$ cat src/rs_pkg.sv
package rs_pkg;

    localparam int NUM_WAYS     = 3;   // dispatch, issue and cdb width
    localparam int RS_SIZE      = 16;
    localparam int DATA_WIDTH   = 64;
    localparam int PRF_SIZE     = 64;
    localparam int ROB_SIZE     = 16;
    localparam int PC_WIDTH     = 32;
    localparam int OFFSET_WIDTH = 16;

    // operand value, or a tag in the low bits while not ready
    typedef logic [DATA_WIDTH-1:0]            data_t;
    typedef logic [$clog2(PRF_SIZE)-1:0]      prf_idx_t;
    typedef logic [$clog2(ROB_SIZE)-1:0]      rob_idx_t;
    typedef logic [PC_WIDTH-1:0]              pc_t;
    typedef logic [OFFSET_WIDTH-1:0]          offset_t;
    typedef logic [NUM_WAYS-1:0]              way_mask_t;
    typedef logic [RS_SIZE-1:0]               entry_mask_t;
    typedef logic [$clog2(RS_SIZE + 1)-1:0]   free_count_t;   // must hold RS_SIZE

    typedef enum logic [2:0] {
        ALU_ADD,
        ALU_SUB,
        ALU_AND,
        ALU_OR,
        ALU_XOR,
        ALU_SLL,
        ALU_SRL,
        ALU_SLT
    } alu_func_t;

endpackage

$ cat src/rs_entry.sv
module rs_entry (
    input  logic                                        clock,
    input  logic                                        reset,
    input  logic                                        load,
    input  logic                                        issue,
    input  rs_pkg::data_t                               opa_in,
    input  rs_pkg::data_t                               opb_in,
    input  logic                                        opa_ready_in,
    input  logic                                        opb_ready_in,
    input  rs_pkg::prf_idx_t                            dest_idx_in,
    input  rs_pkg::rob_idx_t                            rob_idx_in,
    input  rs_pkg::pc_t                                 pc_in,
    input  rs_pkg::offset_t                             offset_in,
    input  rs_pkg::alu_func_t                           func_in,
    input  logic                                        rd_mem_in,
    input  logic                                        wr_mem_in,
    input  rs_pkg::way_mask_t                           cdb_valid,
    input  rs_pkg::prf_idx_t [rs_pkg::NUM_WAYS-1:0]     cdb_tag,
    input  rs_pkg::data_t [rs_pkg::NUM_WAYS-1:0]        cdb_data,
    output logic                                        is_free,
    output logic                                        ready,
    output rs_pkg::data_t                               opa_out,
    output rs_pkg::data_t                               opb_out,
    output rs_pkg::prf_idx_t                            dest_idx_out,
    output rs_pkg::rob_idx_t                            rob_idx_out,
    output rs_pkg::pc_t                                 pc_out,
    output rs_pkg::offset_t                             offset_out,
    output rs_pkg::alu_func_t                           func_out,
    output logic                                        rd_mem_out,
    output logic                                        wr_mem_out
);
    import rs_pkg::*;

    logic  occupied;
    logic  opa_ready;
    logic  opb_ready;
    logic  opa_ready_next;
    logic  opb_ready_next;
    data_t opa_next;
    data_t opb_next;

    assign is_free = ~occupied;
    assign ready   = occupied & opa_ready & opb_ready;

    // cdb wakeup, later ways override earlier ones
    always_comb begin
        opa_next       = opa_out;
        opb_next       = opb_out;
        opa_ready_next = opa_ready;
        opb_ready_next = opb_ready;
        if (occupied) begin
            for (int c = 0; c < NUM_WAYS; c++) begin
                if (!opa_ready && cdb_valid[c] && cdb_tag[c] == prf_idx_t'(opa_out)) begin
                    opa_next       = cdb_data[c];
                    opa_ready_next = 1'b1;
                end
                if (!opb_ready && cdb_valid[c] && cdb_tag[c] == prf_idx_t'(opb_out)) begin
                    opb_next       = cdb_data[c];
                    opb_ready_next = 1'b1;
                end
            end
        end
    end

    always_ff @(posedge clock) begin
        if (reset) begin
            occupied  <= 1'b0;
            opa_ready <= 1'b0;
            opb_ready <= 1'b0;
        end else if (load) begin
            occupied  <= 1'b1;
            opa_ready <= opa_ready_in;
            opb_ready <= opb_ready_in;
        end else begin
            if (issue)
                occupied <= 1'b0;   // free again after this edge
            opa_ready <= opa_ready_next;
            opb_ready <= opb_ready_next;
        end
    end

    always_ff @(posedge clock) begin
        if (load) begin
            opa_out      <= opa_in;
            opb_out      <= opb_in;
            dest_idx_out <= dest_idx_in;
            rob_idx_out  <= rob_idx_in;
            pc_out       <= pc_in;
            offset_out   <= offset_in;
            func_out     <= func_in;
            rd_mem_out   <= rd_mem_in;
            wr_mem_out   <= wr_mem_in;
        end else begin
            opa_out <= opa_next;
            opb_out <= opb_next;
        end
    end

endmodule

$ cat config.mk
export PLATFORM = sky130hd
export DESIGN_NAME = rs_entry
export DESIGN_NICKNAME = d
export VERILOG_FILES = /design/src/rs_pkg.sv /design/src/rs_entry.sv
export SDC_FILE = /design/constraint.sdc
export NUM_CORES = 1
export LEC_CHECK = 0
export ABC_AREA = 1
export ABC_CLOCK_PERIOD_IN_PS = 3100
export BUFFER_PORTS_ARGS = -buffer_cell sky130_fd_sc_hd__buf_2
export CORE_AREA = 2 2 237 239
export DETAILED_ROUTE_END_ITERATION = 10
export DIE_AREA = 0 0 239 241
export GPL_TIMING_DRIVEN = 1
export SYNTH_ARGS = -nofsm -noshare
export SYNTH_HDL_FRONTEND = slang
export SYNTH_SLANG_ARGS = --single-unit
$ cat constraint.sdc
create_clock -name clock -period 3.1 [get_ports clock]
set_clock_uncertainty 0.05 [all_clocks]
set_input_delay 0.31 -clock clock [delete_from_list [all_inputs] [get_ports clock]]
set_output_delay 0.31 -clock clock [all_outputs]
set_load 0.005 [all_outputs]
==> implementation parameters <==
Parameter                              Value

Worst setup path
  Type of the setup path with the least slack ... flop to flop
  Endpoint kind of the worst setup timing path ... flop
  Arrival time of the worst setup path ... 2.56 ns
  Critical-path maximum fanout ... 38
  Req. time, crit path ... 3.23 ns
  CP Launch Type ... flop

Power and ir drop
  Largest voltage drop on the vdd net ... 0.404 mV
  Total power divided by cell area ... 417 nW/um2
  Share of total power consumed by net switching ... 0.303
  Power spent charging and discharging nets ... 2.10 mW
  Leakage power ... 8.57 nW
  Portion of total power attributed to sequential cells ... 0.458
  Combinational cell fraction of total power ... 0.188
  Part of the total power dissipated in the clock network ... 0.354
  Internal power summed over all cells ... 4.85 mW

Die
  Total die area ... 57600 um2
  # IOs ... 603
  Core area ... 54900 um2
  Height of the chip ... 241 um
  DIE WIDTH ... 239 um
  Placement Rows ... 86
  Initial Utilization ... 0.200

Finish
  Filler instances ... 5904
  Fraction of final layout cells with drive strength greater than 1 ... 0.317
  Commonest cells after routing, fill and taps aside ... 739 x sky130_fd_sc_hd__nand2_1, 601 x sky130_fd_sc_hd__buf_2, 196 x sky130_fd_sc_hd__a21oi_1, 191 x sky130_fd_sc_hd__edfxtp_1, 124 x sky130_fd_sc_hd__dlygate4sd3_1
  Final nets ... 2537
  Layout Cell Area excl Fill ... 16700 um2
  Most common cell after layout, fill and taps aside ... sky130_fd_sc_hd__nand2_1
  Area Overhead vs Synth ... 51.9%

STA
  RSZ-0062 raised after global routing ... no
  Final Hold Viols ... 0
  Peak Freq ... 0.410 GHz
  Number of setup violations in the final report ... 0
  Share of the cycle needed by the critical path after routing ... 0.786
  Max-Slew Margin vs Limit ... 0.382
  Max Slew Vio Count ... 0
  Post-route setup TNS ... 0 ns
  Period minus WS final ... 2.44 ns
  Worst Max-Slew Pin Slew ... 0.926 ns

Synthesis
  Combined area of all synthesized cells ... 11000 um2
  Warnings, synthesis ... 0
  Synth area leaders ... sky130_fd_sc_hd__edfxtp_1 52%, sky130_fd_sc_hd__nand2_1 25%, sky130_fd_sc_hd__a21oi_1 8.9%
  Number of standard cells after synthesis ... 1436
  Library cell occupying the most area in the post-synthesis netlist ... sky130_fd_sc_hd__edfxtp_1
  Post-synthesis average cell area ... 7.64 um2
  Nets in the synthesized netlist ... 1846
  Synth top area share ... 0.523
  Number of distinct library cells after synthesis ... 21
  Post-synthesis register bit count ... 194
  Portion of the post-synthesis area used by sequential elements ... 0.528

Drt
  Number of design-rule violations left by the first detailed-router iteration ... 605
  Sum of routed wire length over all layers ... 49200 um
  Post-DR wirelength/cell ... 17.3 um
  Average vias per placed instance ... 4.29
  Number of routed nets with antenna violations ... 0
  Number of design rule violations left after detail routing ... 0
  Total via count after detailed routing ... 12200
  Drt first pass iters ... 7

Clocking
  Clock H-tree levels ... 4
  Post-cts hold buffer count ... 124
  CTS Buf Count ... 17
  Number of buffers between clock root and the deepest sink ... 2
  Quantity of gates resized following cts ... 0
  TritonCTS clock tree ... built
  Number of clock sinks ... 194
  Buffer type at the clock tree root ... sky130_fd_sc_hd__clkbuf_16
  Worst-Skew Late Latency ... 0.49 ns
  Post-CTS Setup Repair Bufs ... 0
  Clock slew at reported path FFs ... 0.09 ns

Flow run
  Max-Cap Viols ... 0

GRT
  Initial antenna violation count ... 8
  Global-route wire length before repair ... 69400 um
  Largest net degree at the start of global routing ... 77
  Via count of the first global-routing pass ... 11800
  Remaining global-route overflow ... 0
  Global-route usage over all layers ... 0.164

Status
  Result of the run ... completed

Place
  Placement-stage cell area ... 14800 um2
  Post-detail-place hpwl ... 36500 um
  Final RePlAce weighted congestion ... 0.909
  Count of port buffers added during placement ... 602

Hold path
  Type of the tightest min-delay check ... input port to flop
-- through the flow --
step                hold slack [ns]  total power, mW  setup WS, ns   util  instances
CTS                       0.0000381             7.04         0.644  0.303       2844
finish                       0.0402             6.95         0.662  0.304       2848
detailed placement            0.438             4.42         0.650  0.269       2688
global placement              0.436             4.42         0.714  0.269       2688
global route                 0.0130             7.28         0.489  0.303       2846
floorplan                     0.338             3.72         0.165      -       1436
-- registers in the layout, indices dropped and copies added (netlist names) --
| signal | flops |
|---|---|
| wr_mem_out | 1 |
| rd_mem_out | 1 |
| offset_out | 16 |
| opb_out | 64 |
| occupied | 1 |
| dest_idx_out | 6 |
| pc_out | 32 |
| opa_ready | 1 |
| rob_idx_out | 4 |
| func_out | 3 |
| opb_ready | 1 |
| opa_out | 64 |
-- Yosys cell counts, drive strengths merged --
master and number:
a211oi 1, o21ai 3, clkinv 3, nand3b 1
edfxtp 191, xnor2 1, nand2 739, nand3 69
nor3 1, buf 50, clkbuf 32, nor2 39
dfxtp 3, a21oi 196, inv 107
-- power by group through the flow --
| stage | Combinational (mW) | Sequential (mW) | Clock [mW] |
|---|---|---|---|
| 6_report | 1.30 | 3.18 | 2.46 |
| 5_1_grt | 1.45 | 3.20 | 2.62 |
| 4_1_cts | 1.31 | 3.18 | 2.55 |
| 3_5_place_dp | 1.18 | 3.24 | 0 |
| 3_3_place_gp | 1.18 | 3.24 | 0 |
| 2_1_floorplan | 0.448 | 3.27 | 0 |
-- metal layers --
metal,part of all wire,wire length (um),track usage,vias to the layer above
met4,0.041,2000,0.0900,4
li1,-,-,-,6001
met1,0.38,18700,0.179,5513
met5,0.00045,22,0,-
met3,0.083,4060,0.0479,90
met2,0.50,24300,0.285,623
-- logic make-up (layout without fill, tap and decap cells) --
kind of cell / Yosys count / in the layout / share of synthesized area
AOI/OAI and AO/OA: 200 / 200 / 0.0915
xor gates and xnor gates: 1 / 1 / 0.000799
buffers and inverters: 192 / 896 / 0.0790
DFF: 194 / 194 / 0.528
other: 0 / 4 / 0
and+or+nand+nor: 849 / 849 / 0.300
-- layout make-up --
cell class              count  area (um2)  share of cell area
flip-flops and latches    194        5800               0.348
repair buffers            754        4600               0.276
multi-input cells        1050        4320               0.259
well taps                 704         881              0.0529
clock buffers              17         425              0.0255
inverters                 110         415              0.0249
clock inverters            15         213              0.0128
diodes                      4        10.0            0.000601
-- worst paths after layout --
path	startpoint	cells after the start	end	slack, ns
hold / removal	opb_in[21]	3	opb_out[21]$_DFFE_PP_	0.04
setup reg to reg	opb_out[4]$_DFFE_PP_	11	opb_out[7]$_DFFE_PP_	0.66
hold reg to reg	opb_ready$_SDFFE_PP0P_	2	opb_ready$_SDFFE_PP0P_	0.51
setup / recovery	opb_out[4]$_DFFE_PP_	11	opb_out[7]$_DFFE_PP_	0.66
-- worst max-delay path, stage by stage (launching register included) --
cell and delay [ns]:
sky130_fd_sc_hd__edfxtp_1 0.43, sky130_fd_sc_hd__inv_1 0.14, sky130_fd_sc_hd__nor2_1 0.05, sky130_fd_sc_hd__nor2_1 0.10, sky130_fd_sc_hd__nand3_1 0.13, sky130_fd_sc_hd__nor2_4 0.15
sky130_fd_sc_hd__buf_4 0.46, sky130_fd_sc_hd__nor2_1 0.10, sky130_fd_sc_hd__nand2_1 0.08, sky130_fd_sc_hd__nand2_1 0.07, sky130_fd_sc_hd__clkinv_2 0.09, sky130_fd_sc_hd__buf_12 0.23
No activity file was read; power rests on OpenSTA's default activity.
